<file path="src/verilog/mbus_pkg.sv">
// Address constants are 23-bit word addresses (byte address bits 23..1); ROM size is a port, not a constant here
package mbus_pkg;

	// ------------------------------
	// Bus widths
	// ------------------------------
	localparam int MBUS_AW = 23;
	localparam int ZBUS_AW = 15;
	localparam int ZRAM_AW = 13;
	localparam int WRAM_AW = 15;

	// ------------------------------
	// Main-bus address map
	// ------------------------------
	// End of cartridge space, byte A00000
	localparam logic [MBUS_AW-1:0] ROM_TOP     = 23'h500000;
	// Sub-bus window A00000-A0FFFF, matched on bits 22..15
	localparam logic [MBUS_AW-1:0] ZBUS_BASE   = 23'h500000;
	// Z80 bus request, byte A11100
	localparam logic [MBUS_AW-1:0] CTRL_BUSREQ = 23'h508880;
	// Z80 reset, byte A11200
	localparam logic [MBUS_AW-1:0] CTRL_RESET  = 23'h508900;
	// Work RAM E00000-FFFFFF, matched on bits 22..20
	localparam logic [MBUS_AW-1:0] WRAM_BASE   = 23'h700000;

	// Open-bus value after reset (68000 NOP)
	localparam logic [15:0] NO_DATA_RESET = 16'h4E71;

	// ------------------------------
	// Enums
	// ------------------------------
	typedef enum logic [1:0] {
		SRC_NONE,
		SRC_M68K,
		SRC_Z80,
		SRC_DMA
	} mbus_src_t;

	typedef enum logic [2:0] {
		IDLE,
		SELECT,
		RAM_READ,
		ROM_READ,
		ZBUS_PRE,
		ZBUS_READ,
		FINISH
	} mbus_state_t;

	typedef enum logic [1:0] {
		Z_IDLE,
		Z_READ,
		Z_FINISH
	} zbus_state_t;

endpackage

</file>
<file path="src/verilog/mbus_ctrl.sv">
// rom_size counts 16-bit words; a ROM that never acknowledges stalls the main bus for good
`timescale 1ns/1ps

module mbus_ctrl (
	input  logic                         MCLK,
	input  logic                         reset,
	input  logic [mbus_pkg::MBUS_AW-1:0] rom_size,
	input  logic                         grant_valid,
	input  mbus_pkg::mbus_src_t          grant_src,
	input  logic [mbus_pkg::MBUS_AW-1:0] grant_addr,
	input  logic [15:0]                  grant_wdata,
	input  logic                         grant_rnw,
	input  logic                         grant_uds_n,
	input  logic                         grant_lds_n,
	output logic                         done,
	output logic [15:0]                  rdata,
	output logic [mbus_pkg::MBUS_AW-1:0] rom_addr,
	output logic                         rom_req,
	input  logic                         rom_ack,
	input  logic [15:0]                  rom_data,
	output logic [mbus_pkg::WRAM_AW-1:0] wram_addr,
	output logic [15:0]                  wram_wdata,
	output logic                         wram_we_u,
	output logic                         wram_we_l,
	input  logic [15:0]                  wram_q,
	output logic                         zsel,
	output logic [mbus_pkg::ZBUS_AW-1:0] zaddr,
	output logic [15:0]                  zwdata,
	output logic                         zrnw,
	output logic                         zuds_n,
	output logic                         ctrl_we,
	input  logic                         zdtack_n,
	input  logic [7:0]                   zrdata,
	input  logic                         ctrl_q
);
	import mbus_pkg::*;

	mbus_state_t state;
	logic [15:0] no_data;
	logic        m68k_read;

	// Grant fields stay stable for the whole access
	assign wram_addr  = grant_addr[WRAM_AW-1:0];
	assign wram_wdata = grant_wdata;
	assign zaddr      = {grant_addr[ZBUS_AW-2:0], zuds_n};
	assign zwdata     = grant_wdata;
	assign zrnw       = grant_rnw;

	// Only 68000 reads refresh the open-bus value
	assign m68k_read = (grant_src == SRC_M68K) & grant_rnw;

	always_ff @(posedge MCLK) begin
		done      <= 1'b0;
		wram_we_u <= 1'b0;
		wram_we_l <= 1'b0;
		ctrl_we   <= 1'b0;
		if (reset) begin
			state   <= IDLE;
			rom_req <= 1'b0;
			zsel    <= 1'b0;
			zuds_n  <= 1'b1;
			no_data <= NO_DATA_RESET;
		end else begin
			case (state)
				IDLE:
					if (grant_valid)
						state <= SELECT;

				// ------------------------------
				// Address decode
				// ------------------------------
				SELECT:
					if (grant_addr < ROM_TOP) begin
						if (grant_addr < rom_size) begin
							rom_addr <= grant_addr;
							rom_req  <= ~rom_ack;
							state    <= ROM_READ;
						end else begin
							// Past the end of the cartridge
							rdata <= 16'h0000;
							done  <= 1'b1;
							state <= FINISH;
						end
					end else if (grant_addr[MBUS_AW-1:15] == ZBUS_BASE[MBUS_AW-1:15]) begin
						state <= ZBUS_PRE;
					end else if (grant_addr == CTRL_BUSREQ || grant_addr == CTRL_RESET) begin
						rdata   <= {no_data[15:9], ctrl_q, no_data[7:0]};
						ctrl_we <= ~grant_rnw & ~grant_uds_n;
						done    <= 1'b1;
						state   <= FINISH;
					end else if (grant_addr[MBUS_AW-1:20] == WRAM_BASE[MBUS_AW-1:20]) begin
						wram_we_u <= ~grant_rnw & ~grant_uds_n;
						wram_we_l <= ~grant_rnw & ~grant_lds_n;
						state     <= RAM_READ;
					end else begin
						rdata <= no_data;
						done  <= 1'b1;
						state <= FINISH;
					end

				RAM_READ: begin
					rdata <= wram_q;
					if (m68k_read)
						no_data <= wram_q;
					done  <= 1'b1;
					state <= FINISH;
				end

				ROM_READ:
					if (rom_req == rom_ack) begin
						rdata <= rom_data;
						if (m68k_read)
							no_data <= rom_data;
						done  <= 1'b1;
						state <= FINISH;
					end

				// ------------------------------
				// Z80 sub-bus
				// ------------------------------
				ZBUS_PRE: begin
					// Lane strobe of the granted master
					zuds_n <= grant_uds_n;
					zsel   <= 1'b1;
					state  <= ZBUS_READ;
				end

				ZBUS_READ:
					if (~zdtack_n) begin
						zsel  <= 1'b0;
						rdata <= {zrdata, zrdata};
						done  <= 1'b1;
						state <= FINISH;
					end

				FINISH:
					// 68000 write waits for its strobe release
					if (!(grant_valid && grant_src == SRC_M68K && !grant_rnw))
						state <= IDLE;

				default:
					state <= IDLE;
			endcase
		end
	end

	// A fresh ROM request is raised only when the ROM read starts
	assert property (@(posedge MCLK) disable iff (reset)
		$changed(rom_req) |-> state == ROM_READ && $past(state) == SELECT);

	// Write strobes follow the granted direction
	assert property (@(posedge MCLK) disable iff (reset)
		(wram_we_u || wram_we_l || ctrl_we) |-> !grant_rnw);

endmodule

</file>
<file path="config.mk">
export PLATFORM = sky130hd
export DESIGN_NAME = mbus_ctrl
export DESIGN_NICKNAME = d
export VERILOG_FILES = /design/src/verilog/mbus_pkg.sv /design/src/verilog/mbus_ctrl.sv
export SDC_FILE = /design/constraint.sdc
export NUM_CORES = 1
export LEC_CHECK = 0
export ABC_CLOCK_PERIOD_IN_PS = 3800
export BUFFER_PORTS_ARGS = -buffer_cell sky130_fd_sc_hd__buf_2
export CORE_MARGIN = 4
export CORE_UTILIZATION = 25
export DETAILED_ROUTE_END_ITERATION = 16
export PLACE_DENSITY = 0.6
export SETUP_SLACK_MARGIN = 0.4
export SLEW_MARGIN = 0
export SYNTH_ARGS = -nofsm -noshare
export SYNTH_HDL_FRONTEND = slang
export SYNTH_SLANG_ARGS = --single-unit
</file>
<file path="constraint.sdc">
create_clock -name MCLK -period 3.8 [get_ports MCLK]
set_input_delay 0.76 -clock MCLK [delete_from_list [all_inputs] [get_ports MCLK]]
set_output_delay 0.76 -clock MCLK [all_outputs]
set_load 0.02 [all_outputs]
</file>
==> results of run 1 <==
## cells by family after synthesis
logic type / count (synthesis) / synth area share, %
mux: 1 / 0.384
compound gates: 90 / 18.1
fa+ha+maj: 22 / 7.05
flops: 65 / 43.3
xor+xnor: 2 / 0.449
buf+inv: 125 / 18.2
simple gates: 100 / 12.5
## state kept, by name (all words and copies together), names as in the netlist
signal     flops
rdata         16
zsel           1
no_data       16
done           1
rom_addr      23
wram_we_l      1
rom_req        1
wram_we_u      1
state          3
zuds_n         1
ctrl_we        1
## cells in the mapped netlist (4+ instances only)
cell,instances,area share (%)
sky130_fd_sc_hd__a211o_1,10,2.2
sky130_fd_sc_hd__a21oi_1,19,2.4
sky130_fd_sc_hd__a222oi_1,16,4.1
sky130_fd_sc_hd__a22o_1,16,3.6
sky130_fd_sc_hd__a311oi_1,11,2.5
sky130_fd_sc_hd__and3_1,4,0.64
sky130_fd_sc_hd__buf_4,63,12
sky130_fd_sc_hd__clkbuf_1,18,1.7
sky130_fd_sc_hd__dfxtp_1,26,13
sky130_fd_sc_hd__edfxtp_1,39,30
sky130_fd_sc_hd__ha_1,22,7.0
sky130_fd_sc_hd__inv_1,41,3.9
sky130_fd_sc_hd__nand2_1,26,2.5
sky130_fd_sc_hd__nand3_1,23,2.9
sky130_fd_sc_hd__nor2_1,23,2.2
sky130_fd_sc_hd__o21ai_0,5,0.64
## per-layer routing
layer	GRT usage [%]	part of all wire [%]
met1	15.7	41
met5	0	0.11
met3	3.65	6.3
met2	21.8	49
met4	7.04	3.6
## worst register-to-register path: stages, from the launching register on
cell and delay (ns):
sky130_fd_sc_hd__dfxtp_1 0.37, sky130_fd_sc_hd__nor2b_2 0.19, sky130_fd_sc_hd__nand2_1 0.09, sky130_fd_sc_hd__nor2_1 0.10
sky130_fd_sc_hd__or4_1 0.59, sky130_fd_sc_hd__or3b_1 0.41, sky130_fd_sc_hd__o22ai_2 0.10, sky130_fd_sc_hd__buf_4 0.28
## cell type report
class	instances	share of cell area, %
multi-input combinational	215	31.4
clock inverter	3	0.336
tap	211	5.45
timing repair buffer	182	19.3
clock buffer	13	5.37
sequential	65	34.9
antenna	1	0.0517
inverter	41	3.18
## power by group through the flow
stage               combinational [mW]  clock (mW)  sequential [mW]
finish                           0.955       0.770            0.978
global route                      1.05       0.821            0.995
CTS                              0.961       0.792            0.979
detailed placement               0.956           0            0.993
global placement                 0.942           0            0.992
floorplan                        0.594           0             1.09
## path summary, 6_finish.rpt
check / start / endpoint / slack (ns) / depth (start not counted)
worst max-delay path: grant_addr[21] / rdata[8] / 1.04 / 7
worst min register to register: no_data[6] / no_data[6] / 0.46 / 1
worst max register to register: state[1] / rdata[2] / 1.37 / 7
worst min-delay path: no_data[6] / no_data[6] / 0.46 / 1
## cell usage in the layout (no fill, tap or decap), drive strengths merged, types with 4 or more instances in the layout
cell type	n
a21oi	19
nand2	26
nor2	23
buf	182
and3	4
edfxtp	39
dfxtp	26
a22o	16
a211o	10
ha	22
o21ai	5
clkbuf	13
inv	41
a311oi	11
a222oi	16
nand3	23
## metrics by stage
| step | util (%) | power (mW) | hold WS [ns] |
|---|---|---|---|
| 2_1_floorplan | - | 1.68 | 0.434 |
| 3_3_place_gp | 29.9 | 1.93 | 0.444 |
| 3_5_place_dp | 29.9 | 1.95 | 0.451 |
| 4_1_cts | 31.7 | 2.73 | 0.463 |
| 5_1_grt | 31.7 | 2.86 | 0.485 |
| 6_report | 31.7 | 2.70 | 0.464 |
==> flow_metrics.tcl, run 1 <==
set metrics [dict create \
    outcome "complete, no violations" \
    root_buffer "sky130_fd_sc_hd__clkbuf_16" \
    path_cells "buf_2, or4_1, or3_1, or3_4, mux2_4, a222oi_1, inv_1" \
    max-vdd-ir-drop_uv 182 \
    critical-path-slowest-cell "sky130_fd_sc_hd__or4_1" \
    area_added_between_synthesis_and_finish_pct 24.0 \
    place.detailed.hpwl_um 9150 \
    cts_buffer_depth 2 \
    worst-path-buf-inv 2 \
    multiInputGateArea_um2 1520 \
    filler_cell_count 1591 \
    postSynthCellCount 405 \
    layout.cells.non_filler 731 \
    cp_max_fo 5 \
    start_util_pct 25.6 \
    floorplan.die.width_um 133 \
    dpl.cell_count 714 \
    floorplan.die.height_um 133 \
    io_buffer_count 173 \
    synth_cell_type_count 42 \
    first_pass_grt_wire_length_um 18400 \
    power_per_cell_area_nw_per_um2 558 \
    worst-slew-pin-transition_ns 1.03 \
    cts.htree.levels 3 \
    period_share_pct 72.8 \
    yosysSeqAreaShare_pct 43.3 \
    seq_power_share_pct 36.2 \
    synthesis.yosys.warnings 0 \
    core_area_um2 15300 \
    grt_pass1_vias 3488 \
    detailed_place.area_um2 4560 \
    critical_path.top_delay_family "simple AND/OR/NAND/NOR gates" \
    grt_max_degree 36 \
    floorplan.die_area_um2 17700 \
    endpoint_kind "register" \
    clkSinkCount 65 \
    setup_repair_after_global_routing_missed_its_margin "no" \
    category_of_the_worst_setup_path_launch_point "primary input" \
    synth_top_flop_cell "sky130_fd_sc_hd__edfxtp_1" \
    syn_avg_cell_area_um2 9.64 \
    insertion_delay_ns 0.33 \
    grt_use_total_pct 13.3 \
    fin_setup_tns_ns 0 \
    globalRouteOverflowTotal 0 \
    synth_area_um2 3900 \
    post-route-cell-area_um2 4840 \
    p_int_mw 1.73 \
    io-pin-count 222 \
    crit_required_ns 3.88 \
    postCtsResizedCells 0 \
    hold_viol 0 \
    combPwrFrac_pct 35.3 \
    fin_skew_ns 0.00530 \
    timing.setup.critical_path_class "in -> reg" \
    leakage_nw 2.23 \
    postSynth.asyncResetShare_pct 0 \
    worst_path_largest_cell_delay_ns 0.50 \
    routed_via_density 4.67 \
    antenna_violating_nets_post_route 0 \
    finalSetupViolations 0 \
    detail_route.iter0.violations 280 \
    power.clock.fraction_pct 28.5 \
    maxClockFrequency_ghz 0.362 \
    finalNetCount 649 \
    normalized_max_slew_margin_pct 31.4 \
    p_sw_uw 972 \
    cts.clk_slew.worst_paths_ns 0.06 \
    worstPathArrival_ns 2.84 \
    synthesis.nets 540 \
    min_path_type "reg -> reg" \
    post_cts_hold_buffer_count 0 \
    setup_ws_ns 1.04 \
    edff_count_synth 39 \
    final_period_minus_worst_setup_slack_ns 2.76 \
    vias 3413 \
    cts_post_setup_buffers_inserted 0 \
    final_max_slew_viol_count 0 \
    numCtsBuffers 9 \
    sequential_cell_area_um2 1690 \
    dr.pass1.iters 5 \
    drv_cap 0 \
    worst_setup_slack_before_clock_tree_synthesis_ns 0.694 \
    fp-row-count 45 \
    totalWireLength_um 11900 \
    grt_antenna_before_repair 2 \
    share_of_cells_above_drive_strength_1_pct 39.1 \
    power_switching_share_pct 36.0 \
    tritoncts "done" \
    gp_routability_congestion 0.881 \
    postSynthRegisterBits 65 \
    routedWlPerCell_um 16.3 \
    drc_errors 0 \
]
Note: power is estimated with default switching activity, not from simulation.
==> run 2, diff against run 1 <==
--- a/config.mk
+++ b/config.mk
@@ -5,7 +5,7 @@
 export SDC_FILE = /design/constraint.sdc
 export NUM_CORES = 1
 export LEC_CHECK = 0
-export ABC_CLOCK_PERIOD_IN_PS = 3800
+export ABC_CLOCK_PERIOD_IN_PS = 2800
 export BUFFER_PORTS_ARGS = -buffer_cell sky130_fd_sc_hd__buf_2
 export CORE_MARGIN = 4
 export CORE_UTILIZATION = 25
==> constraint.sdc (replaced) <==
create_clock -name MCLK -period 2.8 [get_ports MCLK]
set_input_delay 0.56 -clock MCLK [delete_from_list [all_inputs] [get_ports MCLK]]
set_output_delay 0.56 -clock MCLK [all_outputs]
set_load 0.02 [all_outputs]
==> run 2 against run 1 <==
  * Power up 42%
  * Final area is 4.8% higher
  * Sequential cell count unchanged
  * Sequential power up 36%
  * Final cell count grew 1.6%
  * Critical path type unchanged
  * Register-to-register slack lost 0.88 ns
  * Die area did not move
  * Clock power rose by 36%
  * Highest routed layer unchanged
  * Hold slack worse by 0.066 ns
==> flow_metrics.tcl, run 2 (synthesized netlist as in run 1, its figures left out) <==
set metrics [dict create \
    highest-signal-layer "met5" \
    tritoncts "done" \
    floorplan.die.width_um 133 \
    finalSetupViolations 0 \
    routed_via_density 4.69 \
    first_pass_grt_wire_length_um 18400 \
    category_of_the_worst_setup_path_launch_point "primary input" \
    path_cells "buf_2, or4_1, or3_4, or3_4, mux2_4, a222oi_1, inv_1" \
    worst_path_largest_cell_delay_ns 0.53 \
    cp_common_cell "sky130_fd_sc_hd__or3_4" \
    timing.setup.critical_path_class "in -> reg" \
    setup_repair_after_global_routing_missed_its_margin "yes" \
    io_buffer_count 173 \
    most_common_cell_after_layout_fill_and_taps_aside "sky130_fd_sc_hd__buf_2" \
    numCtsBuffers 9 \
    drv_cap 0 \
    globalRouteOverflowTotal 0 \
    antenna_violating_nets_post_route 0 \
    share_of_cells_above_drive_strength_1_pct 43.8 \
    critical-path-slowest-cell "sky130_fd_sc_hd__or4_1" \
    grt_max_degree 36 \
    drc_errors 0 \
    cts.clk_slew.worst_paths_ns 0.05 \
    grt_use_total_pct 13.0 \
    detailed_place.area_um2 4720 \
    period_share_pct 89.1 \
    largest_register_ffs 23 \
    met2_wire_len_um 6030 \
    dr.pass1.iters 5 \
    final_period_minus_worst_setup_slack_ns 2.49 \
    area_added_between_synthesis_and_finish_pct 30.0 \
    power_per_cell_area_nw_per_um2 755 \
    routedWlPerCell_um 16.5 \
    start_util_pct 25.6 \
    r2r_setup_slack_ns 0.49 \
    gp_routability_congestion 0.869 \
    worst-path-buf-inv 2 \
    leakage_nw 2.32 \
    fin_skew_ns 0.00363 \
    endpoint_kind "register" \
    root_buffer "sky130_fd_sc_hd__clkbuf_16" \
    worst-slew-pin-transition_ns 0.766 \
    crit_required_ns 2.87 \
    grt_pass1_vias 3543 \
    place.detailed.hpwl_um 9450 \
    worstPathArrival_ns 2.56 \
    routedLengthMet1_um 4950 \
    wl_met3_um 817 \
    totalWireLength_um 12300 \
    maxClockFrequency_ghz 0.401 \
    cts.htree.levels 3 \
    reg2regPathDepth 7 \
    floorplan.die.height_um 133 \
    final_cell_mix "sky130_fd_sc_hd__buf_2 (173), sky130_fd_sc_hd__inv_1 (39), sky130_fd_sc_hd__edfxtp_1 (39), sky130_fd_sc_hd__nand2_1 (24), sky130_fd_sc_hd__dfxtp_1 (24)" \
    cts_buffer_depth 2 \
    floorplan.die_area_um2 17700 \
    outcome "complete, no violations" \
    finalNetCount 660 \
    largest_registers "rom_addr (23), no_data (16), rdata (16)" \
    worst_setup_slack_before_clock_tree_synthesis_ns -0.0908 \
    rr_startpoint "state[1]" \
    io-pin-count 222 \
    final_max_slew_viol_count 0 \
    setup_ws_ns 0.306 \
    min_path_type "in -> reg" \
    hold_viol 0 \
    cp_max_fo 2 \
    core_area_um2 15300 \
    critical_path.endpoint "rdata[8]" \
    insertion_delay_ns 0.32 \
    hold_ws_ns 0.398 \
    normalized_max_slew_margin_pct 48.8 \
    grt_antenna_before_repair 4 \
    registers.top_by_ff_count "rom_addr" \
    r2r_end "rdata[12]" \
    post-route-cell-area_um2 5070 \
    post_cts_hold_buffer_count 0 \
    critical_path.top_delay_family "simple AND/OR/NAND/NOR gates" \
    max-vdd-ir-drop_uv 277 \
    timing.critical_path.depth 7 \
    critPathLaunch "grant_addr[21]" \
    clkSinkCount 65 \
    vias 3487 \
    fp-row-count 45 \
    utilization_pct 33.3 \
    detail_route.iter0.violations 326 \
]
run 2: cell count changes in the layout (fill, tap and decap cells not counted), sizes merged:
cell,before,now
diode,1,2
clkinvlp,1,0
clkbuf,13,14
buf,182,192
clkinv,2,3
run 2: routing by layer:
metal,GRT usage [%],up-vias
li1,-,1658
met1,15.7,1643
met2,21.2,137
met3,3.27,45
met4,7.04,4
met5,0,-
run 2: final cells by class:
type	count	area, µm²
Timing Repair Buffer	193	1060
Clock inverter	3	15.0
Sequential cell	65	1690
Clock buffer	13	262
Inverter	41	154
Fill cell	1589	10200
Antenna cell	2	5.00
Tap cell	211	264
Multi-Input combinational cell	215	1620
run 2: what timing repair did:
item                                    in CTS  in global routing
gates cloned                                 0                  1
endpoints found under the hold margin        0                  0
gates resized for setup                      1                  8
buffers inserted                             0                  2
pin swaps                                    1                  6
endpoints found under the setup margin       1                 31
run 2: how the worst min path moves through the flow:
stage	depth (start not counted)	from	to
detailed placement	1	no_data[14]	no_data[14]
floorplan	1	no_data[0]	no_data[0]
global route	2	grant_lds_n	wram_we_l
global placement	1	no_data[0]	no_data[0]
finish	2	grant_lds_n	wram_we_l
CTS	2	grant_lds_n	wram_we_l
run 2: through the flow:
stage | TNS (ns) | power (mW) | instances
final | 0 | 3.83 | 743
after global placement | -0.0487 | 2.72 | 722
after detailed placement | -0.0908 | 2.74 | 722
after global routing | 0 | 4.05 | 743
after CTS | 0 | 3.80 | 738
after floorplan | 0 | 2.35 | 405
run 2: power by group:
group | switching, mW | total (mW) | internal [mW] | leakage, nW
Combinational | 0.877 | 1.45 | 0.574 | 1.61
Clock | 0.397 | 1.05 | 0.649 | 0.139
Sequential | 0.0912 | 1.33 | 1.24 | 0.572
run 2: worst reg2reg max path: stages, from the launching register on:
cell and delay, ns:
sky130_fd_sc_hd__dfxtp_2 0.35, sky130_fd_sc_hd__nor2b_2 0.18, sky130_fd_sc_hd__nand2_4 0.07, sky130_fd_sc_hd__nor2_4 0.05
sky130_fd_sc_hd__or4_4 0.52, sky130_fd_sc_hd__or3b_4 0.43, sky130_fd_sc_hd__o22ai_4 0.20, sky130_fd_sc_hd__clkbuf_16 0.21
