--- config.mk ---
export PLATFORM = sky130hd
export DESIGN_NAME = master_select
export DESIGN_NICKNAME = d
export VERILOG_FILES = /design/src/verilog/mbus_pkg.sv /design/src/verilog/master_select.sv
export SDC_FILE = /design/constraint.sdc
export NUM_CORES = 1
export LEC_CHECK = 0
export BUFFER_PORTS_ARGS = -buffer_cell sky130_fd_sc_hd__buf_2
export CORE_MARGIN = 2
export CORE_UTILIZATION = 47
export DETAILED_ROUTE_END_ITERATION = 16
export PLACE_DENSITY = 0.86
export SYNTH_ARGS = -nofsm -noshare
export SYNTH_HDL_FRONTEND = slang
export SYNTH_SLANG_ARGS = --single-unit
--- constraint.sdc ---
create_clock -name MCLK -period 19.7 [get_ports MCLK]
set_input_delay 3.94 -clock MCLK [delete_from_list [all_inputs] [get_ports MCLK]]
set_output_delay 3.94 -clock MCLK [all_outputs]
set_load 0.03 [all_outputs]
--- src/verilog/mbus_pkg.sv ---
// Address constants are 23-bit word addresses (byte address bits 23..1); ROM size is a port, not a constant here
package mbus_pkg;

	// ------------------------------
	// Bus widths
	// ------------------------------
	localparam int MBUS_AW = 23;
	localparam int ZBUS_AW = 15;
	localparam int ZRAM_AW = 13;
	localparam int WRAM_AW = 15;

	// ------------------------------
	// Main-bus address map
	// ------------------------------
	// End of cartridge space, byte A00000
	localparam logic [MBUS_AW-1:0] ROM_TOP     = 23'h500000;
	// Sub-bus window A00000-A0FFFF, matched on bits 22..15
	localparam logic [MBUS_AW-1:0] ZBUS_BASE   = 23'h500000;
	// Z80 bus request, byte A11100
	localparam logic [MBUS_AW-1:0] CTRL_BUSREQ = 23'h508880;
	// Z80 reset, byte A11200
	localparam logic [MBUS_AW-1:0] CTRL_RESET  = 23'h508900;
	// Work RAM E00000-FFFFFF, matched on bits 22..20
	localparam logic [MBUS_AW-1:0] WRAM_BASE   = 23'h700000;

	// Open-bus value after reset (68000 NOP)
	localparam logic [15:0] NO_DATA_RESET = 16'h4E71;

	// ------------------------------
	// Enums
	// ------------------------------
	typedef enum logic [1:0] {
		SRC_NONE,
		SRC_M68K,
		SRC_Z80,
		SRC_DMA
	} mbus_src_t;

	typedef enum logic [2:0] {
		IDLE,
		SELECT,
		RAM_READ,
		ROM_READ,
		ZBUS_PRE,
		ZBUS_READ,
		FINISH
	} mbus_state_t;

	typedef enum logic [1:0] {
		Z_IDLE,
		Z_READ,
		Z_FINISH
	} zbus_state_t;

endpackage

--- src/verilog/master_select.sv ---
// Z80 reaches the main bus only at 8000-FFFF; 68000 byte strobes must be valid together with as_n
`timescale 1ns/1ps

module master_select (
	input  logic                         MCLK,
	input  logic                         reset,
	input  logic                         m68k_as_n,
	input  logic                         m68k_uds_n,
	input  logic                         m68k_lds_n,
	input  logic                         m68k_rnw,
	input  logic [mbus_pkg::MBUS_AW-1:0] m68k_addr,
	input  logic [15:0]                  m68k_dout,
	output logic [15:0]                  m68k_din,
	output logic                         m68k_dtack_n,
	input  logic                         z80_mreq_n,
	input  logic                         z80_rd_n,
	input  logic                         z80_wr_n,
	input  logic [15:0]                  z80_addr,
	input  logic [7:0]                   z80_dout,
	output logic [7:0]                   z80_mbus_din,
	output logic                         z80_mbus_dtack_n,
	input  logic                         dma_sel,
	input  logic [mbus_pkg::MBUS_AW-1:0] dma_addr,
	output logic [15:0]                  dma_din,
	output logic                         dma_dtack_n,
	input  logic [8:0]                   z80_bank,
	input  logic                         done,
	input  logic [15:0]                  rdata,
	output logic                         grant_valid,
	output mbus_pkg::mbus_src_t          grant_src,
	output logic [mbus_pkg::MBUS_AW-1:0] grant_addr,
	output logic [15:0]                  grant_wdata,
	output logic                         grant_rnw,
	output logic                         grant_uds_n,
	output logic                         grant_lds_n
);
	import mbus_pkg::*;

	logic m68k_req;
	logic z80_req;
	logic dma_req;
	logic m68k_wr_hold;

	// A master is pending while its strobe is active and its last answer was taken
	assign m68k_req = ~m68k_as_n & m68k_dtack_n;
	assign z80_req  = ~z80_mreq_n & (~z80_rd_n | ~z80_wr_n) & z80_addr[15] & z80_mbus_dtack_n;
	assign dma_req  = dma_sel & dma_dtack_n;

	// Answered 68000 write keeps the bus until as_n goes high
	assign m68k_wr_hold = grant_valid & (grant_src == SRC_M68K) & ~grant_rnw & ~m68k_dtack_n;

	always_ff @(posedge MCLK) begin
		if (reset) begin
			grant_valid      <= 1'b0;
			grant_src        <= SRC_NONE;
			m68k_dtack_n     <= 1'b1;
			z80_mbus_dtack_n <= 1'b1;
			dma_dtack_n      <= 1'b1;
		end else begin
			// Strobe release ends the answer
			if (m68k_as_n)
				m68k_dtack_n <= 1'b1;
			if (z80_mreq_n | (z80_rd_n & z80_wr_n))
				z80_mbus_dtack_n <= 1'b1;
			if (~dma_sel)
				dma_dtack_n <= 1'b1;

			if (done) begin
				if (grant_src != SRC_M68K || grant_rnw) begin
					grant_valid <= 1'b0;
					grant_src   <= SRC_NONE;
				end
				case (grant_src)
					SRC_M68K: begin
						m68k_din     <= rdata;
						m68k_dtack_n <= 1'b0;
					end
					SRC_Z80: begin
						// Even Z80 address takes the upper byte
						z80_mbus_din     <= z80_addr[0] ? rdata[7:0] : rdata[15:8];
						z80_mbus_dtack_n <= 1'b0;
					end
					SRC_DMA: begin
						dma_din     <= rdata;
						dma_dtack_n <= 1'b0;
					end
					default: ;
				endcase
			end else if (m68k_wr_hold & m68k_as_n) begin
				grant_valid <= 1'b0;
				grant_src   <= SRC_NONE;
			end else if (~grant_valid) begin
				// Fixed priority 68000, Z80, DMA
				if (m68k_req) begin
					grant_valid <= 1'b1;
					grant_src   <= SRC_M68K;
					grant_addr  <= m68k_addr;
					grant_wdata <= m68k_dout;
					grant_rnw   <= m68k_rnw;
					grant_uds_n <= m68k_uds_n;
					grant_lds_n <= m68k_lds_n;
				end else if (z80_req) begin
					grant_valid <= 1'b1;
					grant_src   <= SRC_Z80;
					// Bank register supplies bits 23..15 of the byte address
					grant_addr  <= {z80_bank, z80_addr[14:1]};
					grant_wdata <= {z80_dout, z80_dout};
					grant_rnw   <= z80_wr_n;
					grant_uds_n <= z80_addr[0];
					grant_lds_n <= ~z80_addr[0];
				end else if (dma_req) begin
					grant_valid <= 1'b1;
					grant_src   <= SRC_DMA;
					grant_addr  <= dma_addr;
					grant_wdata <= 16'h0000;
					grant_rnw   <= 1'b1;
					grant_uds_n <= 1'b0;
					grant_lds_n <= 1'b0;
				end
			end
		end
	end

	// The processing side answers only an issued grant
	assert property (@(posedge MCLK) disable iff (reset) done |-> grant_valid);

endmodule

==> results, run 1 <==
- The run finished with clean final reports.
- The worst clock skew on the final layout is around 0.0075 ns.
- Dividing the detail-routed wire length by the instance count gives 15.97 um.
- Max-cap violations in this run came to 0.
- The residual overflow from global routing is 0.
- In this run the remaining antenna-violating nets after routing total 0.
- The number of input and output port buffers inserted is about 210.
- The number of antenna violations at the first check in global routing is 1.
- The final count of hold timing violations was 0.
- The final layout contains routed wiring with a total length of just under 9 mm.
- After synthesis, the cell types taking the most area are sky130_fd_sc_hd__edfxtp_1, sky130_fd_sc_hd__mux2i_1, sky130_fd_sc_hd__a22o_1, sky130_fd_sc_hd__dfxtp_1, sky130_fd_sc_hd__o21ai_0.
- The routed via count divided by cell count is between 5 and 6.
- 210 I/O pins were placed.
- The worst voltage drop across the vdd grid is between 30 and 40 uV.
- Row generation in the floorplan step produced 31 rows.
- The cell-internal power is 281.5 uW.
- The clock network fraction of design power is 0.307.
- The cell type with the largest total area after synthesis is sky130_fd_sc_hd__edfxtp_1.
- The average cell area after synthesis is between 15 and 20 um^2.
- The fraction of layout instances using a drive strength above 1 is 0.5322.
- The count of flip-flops with a built-in enable after synthesis is ~80.
- The number of global-route vias before repair is between 2000 and 3000.
- The vertical die dimension is about 91 um.
- The source-to-sink clock delay at the later pin of the worst-skew pair is around 0.35 ns.
- The die covers around 8300 um^2.
- The summed negative setup slack over all endpoints is 0 ns.
- The weighted congestion at the end of routability-driven global placement is 0.8062.
- The total number of clock tree sinks is between 80 and 90.
- The share of synthesized area in the top cell type comes to 0.6876.
- In this run the cell area of the synthesized design comes to 3581 um^2.
- Of the total power, registers draw 0.557.
- The clock passes through at most 2 buffers.
- For flop-to-flop paths, the worst setup slack is 17.29 ns.
- The root buffer cell is sky130_fd_sc_hd__clkbuf_8.
- Setup repair after global routing left no endpoint under its margin.
- Setup violations remaining at the end of the flow were counted as 0.
- The number of H-tree branching levels is 3.
- The cell area power density is 78.30 nW/um^2.
- The total half-perimeter wirelength after legalization and detailed placement is 6.653 mm.
- The Yosys step of the flow raised 0 warnings.
- Post-CTS repair changed the size of 0 cells.
- After clock tree synthesis, the clock-pin slew on the worst setup and hold paths is 0.10 ns.
- The minimum hold slack is 0.5435 ns.
- At the pin with the least slew margin, the transition time is 1.206 ns.
- Synthesis handed over a netlist of 238 instances.
- The sequential share of the synthesized area is 0.7212.
- The worst endpoint data arrival time is 5.67 ns.
- The area added between synthesis and finish is 36.90%.
- The die is 91.29 um wide.
- In this run the worst hold path is classified as register to register.
- The relative slew slack is 0.1940.
- The core region is 7331 um^2.
- The wire length of the first global-routing pass is 13.48 mm.
- The clock period minus worst slack is 5.679 ns.
- After detailed routing, the number of remaining DRC violations is 0.
- The post-synthesis cell type count is 34.
- The category of the worst setup path launch point is a primary input.
- Entering global routing, the biggest net connects 72 pins.
- The kind of critical path is primary input to register.
- The count of nets after finishing is 568.
- The net switching fraction of the power is 0.2666.
- The TritonCTS clock tree is yes.
- The overall via count from detail_route is 2825.
- The initial utilization of the core area, before any placement, comes to 0.4885.
- In this run the power spent charging and discharging nets is 102.3 uW.
- The first detailed-routing pass ran for 4 iterations.
- The required arrival time at the worst endpoint is 19.69 ns.
- The number of storage elements in the synthesis netlist is 88.
- The analysis attributes to cell leakage a power of 2.065 nW.
- After clock tree synthesis, the setup repair step added 0 buffers.
- When the netlist entered floorplanning its net count stood at 360.
- The final count of pins violating max slew is 0.
- The type of element capturing the critical path is a register.
- The fmax is 0.1761 GHz.
- The number of clock buffers added by TritonCTS is 9.
- In this run the worst path has a maximum fanout of 71.
- The share of total power dissipated in combinational logic is 0.135.
- The fraction of the cycle the final worst path needs is 0.2883.
- In this run, the number of DRC markers left after iteration 0 of detailed routing was ~110.
- The global-route usage over all layers is 0.2130.
- The primary flip-flop cell chosen by synthesis mapping is sky130_fd_sc_hd__edfxtp_1.
- The number of buffers inserted for hold repair after clock tree synthesis is 0.
- The async set-reset flop share out of synthesis is 0.
[state kept, by name, indices dropped and copies added, names as in the netlist]
signal and cells:
dma_din 16, dma_dtack_n 1, grant_addr 23, grant_lds_n 1, grant_rnw 1, grant_src 2
grant_uds_n 1, grant_valid 1, grant_wdata 16, m68k_din 16, m68k_dtack_n 1, z80_mbus_din 8
z80_mbus_dtack_n 1
[critical path, stage by stage]
cell,delay (ns)
sky130_fd_sc_hd__buf_2,0.13
sky130_fd_sc_hd__nor2b_4,0.10
sky130_fd_sc_hd__buf_4,0.50
sky130_fd_sc_hd__a311oi_1,0.22
sky130_fd_sc_hd__nor4_2,0.22
sky130_fd_sc_hd__buf_4,0.51
[layer usage]
metal	track usage	part of all wire	up-vias
li1	-	-	1336
met5	0	0	-
met2	0.3698	0.51	156
met3	0.06058	0.086	16
met4	0.09975	0.020	0
met1	0.2428	0.38	1317
[cells in the final DEF (no fill, tap or decap), types with 3 or more instances in the layout]
cell and n:
sky130_fd_sc_hd__o21ai_1 3, sky130_fd_sc_hd__a22o_1 17, sky130_fd_sc_hd__a21oi_1 6, sky130_fd_sc_hd__o21ai_0 22, sky130_fd_sc_hd__nand2_1 26, sky130_fd_sc_hd__buf_4 3
sky130_fd_sc_hd__mux2i_1 23, sky130_fd_sc_hd__edfxtp_1 82, sky130_fd_sc_hd__clkinvlp_4 3, sky130_fd_sc_hd__mux2_2 8, sky130_fd_sc_hd__dfxtp_1 6, sky130_fd_sc_hd__clkbuf_8 9
sky130_fd_sc_hd__buf_2 209, sky130_fd_sc_hd__nor2_1 5
[synthesized netlist by cell type, types with 2 or more instances]
library cell	count
sky130_fd_sc_hd__a21oi_1	6
sky130_fd_sc_hd__a22o_1	17
sky130_fd_sc_hd__and2_1	2
sky130_fd_sc_hd__and4_1	2
sky130_fd_sc_hd__buf_2	2
sky130_fd_sc_hd__buf_4	3
sky130_fd_sc_hd__clkbuf_1	9
sky130_fd_sc_hd__dfxtp_1	6
sky130_fd_sc_hd__edfxtp_1	82
sky130_fd_sc_hd__inv_1	2
sky130_fd_sc_hd__mux2_2	8
sky130_fd_sc_hd__mux2i_1	23
sky130_fd_sc_hd__nand2_1	26
sky130_fd_sc_hd__nand2b_1	2
sky130_fd_sc_hd__nor2_1	5
sky130_fd_sc_hd__nor2b_1	2
sky130_fd_sc_hd__o21ai_0	22
sky130_fd_sc_hd__o21ai_1	3
[power groups by stage]
stage	registers [mW]	logic [mW]	clock network [mW]
after floorplan	0.230	0.0186	0
after global placement	0.218	0.0505	0
after detailed placement	0.218	0.0521	0
after CTS	0.214	0.0522	0.120
after global routing	0.215	0.0565	0.127
final	0.214	0.0520	0.118
[final cells by class]
class	instances	area [um^2]
Clock inverter	7	62.56
Timing Repair Buffer	212	1069
Inverter	2	7.507
Antenna cell	1	2.502
Sequential cell	88	2582
Tap cell	99	123.9
Multi-Input combinational cell	133	930.9
Fill cell	557	2429
Clock buffer	9	123.9
[path summary, 6_finish.rpt]
path | startpoint | to | cells past startpoint
worst max register to register | m68k_dtack_n | grant_addr[15] | 5
worst max-delay path | m68k_as_n | grant_addr[15] | 6
worst min-delay path | grant_src[0] | grant_src[0] | 2
worst min register to register | grant_src[0] | grant_src[0] | 2
[stage by stage]
step | util | instances | setup slack, ns | cell area, um^2 | power, mW
2_1_floorplan | - | 238 | 10.78 | 3581 | 0.2484
3_3_place_gp | 0.6429 | 534 | 13.79 | 4713 | 0.2685
3_5_place_dp | 0.6429 | 534 | 13.68 | 4713 | 0.2703
4_1_cts | 0.6684 | 550 | 14.06 | 4900 | 0.3857
5_1_grt | 0.6687 | 551 | 13.88 | 4902 | 0.3983
6_report | 0.6687 | 551 | 14.02 | 4902 | 0.3838
[logic make-up after synthesis]
group	count (synthesis)	synth area share
AOI/OAI and AO/OA	54	0.09784
muxes	31	0.08945
and+or+nand+nor	48	0.06779
buffers and inverters	17	0.02376
DFF	88	0.7212
Power figures use the tool's default switching activity.
==> run 2, diff against run 1 <==
- CORE_UTILIZATION: 47 -> 39
- PLACE_DENSITY: 0.86 -> 0.77
- clock period: 19.7 -> 4.8 ns (I/O delays scaled with it)
==> results, run 2 (synthesis results as in run 1) <==
- The post-CTS setup buffer count is 0 (unchanged).
- The cell-internal power came to 1.256 mW (was 281.5 uW).
- The kind of critical path is primary input to register (unchanged).
- The worst endpoint data arrival time is 2.81 ns (was 5.67 ns).
- The number of global-route vias before repair is 2828 (was 2781).
- The pin count of the biggest net entering global routing came to 65 (was 72).
- The fraction of the cycle the final worst path needs is 0.5699.
- The utilization of the core after routing came to 0.5629 (was 0.6687).
- The fill cell instance count of the final layout is 742 (was 557).
- The global-route usage over all layers is 0.1871 (was 0.2130).
- The number of routed nets with antenna violations is 0 (unchanged).
- The total die area is 9964 um^2 (was 8333 um^2).
- The summed negative setup slack over all endpoints is 0 ns (unchanged).
- The power share of the sequential group is 0.527 (was 0.557).
- The clock period minus worst slack is 2.736 ns.
- The share of power burned in combinational logic is 0.130 (was 0.135).
- The horizontal extent of the die is 99.82 um (was 91.29 um).
- The clock-pin transition on the worst setup and hold timing paths is 0.10 ns (about the same).
- The count of nets after finishing is 568 (unchanged).
- The number of flip-flops under the largest register name is 23 (unchanged).
- The worst slack at placement came to 1.639 ns (was 13.68 ns).
- The category of the worst setup path launch point is a primary input (unchanged).
- The required arrival time at the worst endpoint is 4.87 ns (was 19.69 ns).
- The DRC violation total after the first TritonRoute iteration is 84 (was 106).
- The total core area is 8806 um^2 (was 7331 um^2).
- The area of all placed cells without fillers came to 4957 um^2 (was 4902 um^2).
- The worst voltage drop across the vdd grid was 163.5 uV (was 39.17 uV).
- The wire length per cell is 16.91 um (was 15.97 um).
- The worst min-delay path category is register to register (unchanged).
- The minimum hold slack is 0.5324 ns (was 0.5435 ns).
- The number of H-tree branching levels is 3 (unchanged).
- Highest-count cells in the layout ignoring fill and taps: sky130_fd_sc_hd__buf_2, sky130_fd_sc_hd__edfxtp_1, sky130_fd_sc_hd__nand2_1 (unchanged).
- The maximum fanout along the worst path was 17 (was 71).
- The total half-perimeter wirelength after legalization and detailed placement is 7.242 mm (was 6.653 mm).
- The final count of hold timing violations came to 0 (unchanged).
- The number of placement rows is 34 (was 31).
- The initial cell density of the core is 0.4066 (was 0.4885).
- The most common cell after layout, fill and taps aside was sky130_fd_sc_hd__buf_2 (unchanged).
- The CTS buffer count came to 9 (unchanged).
- The number of buffers inserted for hold repair after clock tree synthesis is 0 (unchanged).
- The largest register by flop count was grant_addr (unchanged).
- The weighted congestion at the end of routability-driven global placement is 0.8157 (was 0.8062).
- The wire length of the first global-routing pass came to 14.23 mm (was 13.48 mm).
- The setup violation total in the final timing report is 0 (unchanged).
- The net switching fraction of the power is 0.2468 (was 0.2666).
- The type of element capturing the critical path is a register (unchanged).
- The root buffer cell was sky130_fd_sc_hd__clkbuf_8 (unchanged).
- The area taken by flip-flops and latches is 2582 um^2 (unchanged).
- The post-detailed-placement cell area is 4733 um^2 (was 4713 um^2).
- The residual overflow from global routing was 0 (unchanged).
- The switching power summed over all nets was 411.5 uW (was 102.3 uW).
- The TritonCTS clock tree is yes (unchanged).
- The fraction of layout instances using a drive strength above 1 is 0.5322 (unchanged).
- The leakage power came to 2.095 nW (was 2.065 nW).
- The overall via count from detail_route was 2810 (was 2825).
- The number of input and output port buffers inserted is 209 (unchanged).
- The wire length after detailed routing is 9.452 mm (was 8.800 mm).
- The worst clock skew on the final layout is 0.01682 ns (was 0.007455 ns).
- The vertical die dimension came to 99.82 um (was 91.29 um).
- RSZ-0062 raised after global routing: false (unchanged).
- The number of antenna violations at the first check in global routing was 0 (was 1).
- The cell area power density is 336.4 nW/um^2 (was 78.30 nW/um^2).
- The number of detailed-route iterations in the first pass is 4 (unchanged).
- The number of DRC violations after detailed routing is 0 (unchanged).
- The clock network fraction of design power was 0.344 (was 0.307).
- The maximum root-to-sink buffer count came to 2 (unchanged).
- The total number of clock tree sinks is 88 (unchanged).
- The post-cts sizing count was 0 (unchanged).
- The final count of pins violating max slew was 0 (unchanged).
- The source-to-sink clock delay at the later pin of the worst-skew pair was 0.35 ns (about the same).
- The relative slew slack is 0.2796 (was 0.1940).
- The number of maximum-capacitance violations is 0 (unchanged).
- The routed via count divided by cell count is 5.027 (was 5.127).
- Static timing analysis puts the maximum clock frequency at ~0.37 GHz.
- The total area of multi-input combinational cells came to 939.7 um^2 (was 930.9 um^2).
- The number of top-level pins came to 210 (unchanged).
- The slew at the pin closest to its max-slew limit is 1.078 ns (was 1.206 ns).
- The area added between synthesis and finish is 38.43% (was 36.90%).
- Result of the run: complete, no violations (unchanged).
- The total inserted antenna cells is 0 (was 1).
- The post-route worst setup slack is 2.064 ns (was 14.02 ns).
[run 2: layout make-up]
type | instances | area share
Timing Repair Buffer | 212 | 0.2155
Clock buffer | 9 | 0.02499
Inverter | 2 | 0.001514
Clock inverter | 7 | 0.02019
Multi-Input combinational cell | 133 | 0.1896
Sequential cell | 88 | 0.5210
Tap cell | 108 | 0.02726
[run 2: path summary, 6_finish.rpt]
kind	from	endpoint	slack (ns)	depth (start not counted)
hold / removal	grant_src[0]	grant_src[0]	0.53	2
hold reg to reg	grant_src[0]	grant_src[0]	0.53	2
setup / recovery	z80_rd_n	grant_addr[10]	2.06	6
setup reg to reg	z80_mbus_dtack_n	grant_addr[10]	2.64	4
[run 2: through the flow]
stage	power, mW	instances
after floorplan	1.019	238
after global placement	1.107	543
after detailed placement	1.115	543
after CTS	1.684	559
after global routing	1.727	559
final	1.668	559
[run 2: per-layer routing]
metal | up-vias | routed length (um) | global-route usage
li1 | 1333 | - | -
met1 | 1315 | 3478 | 0.2058
met2 | 150 | 4943 | 0.3384
met3 | 12 | 876 | 0.05989
met4 | 0 | 154 | 0.06849
met5 | - | 0 | 0
[run 2: worst max-delay path: stages]
cell,delay (ns)
sky130_fd_sc_hd__buf_2,0.09
sky130_fd_sc_hd__a21oi_1,0.24
sky130_fd_sc_hd__and3_1,0.82
sky130_fd_sc_hd__buf_4,0.35
sky130_fd_sc_hd__mux2i_1,0.23
sky130_fd_sc_hd__o21ai_0,0.10
[run 2: power by group through the flow]
| stage | combinational (mW) | clock, mW | sequential (mW) |
|---|---|---|---|
| after floorplan | 0.0767 | 0 | 0.942 |
| after global placement | 0.212 | 0 | 0.895 |
| after detailed placement | 0.219 | 0 | 0.896 |
| after CTS | 0.219 | 0.587 | 0.878 |
| after global routing | 0.236 | 0.610 | 0.881 |
| final | 0.216 | 0.573 | 0.878 |
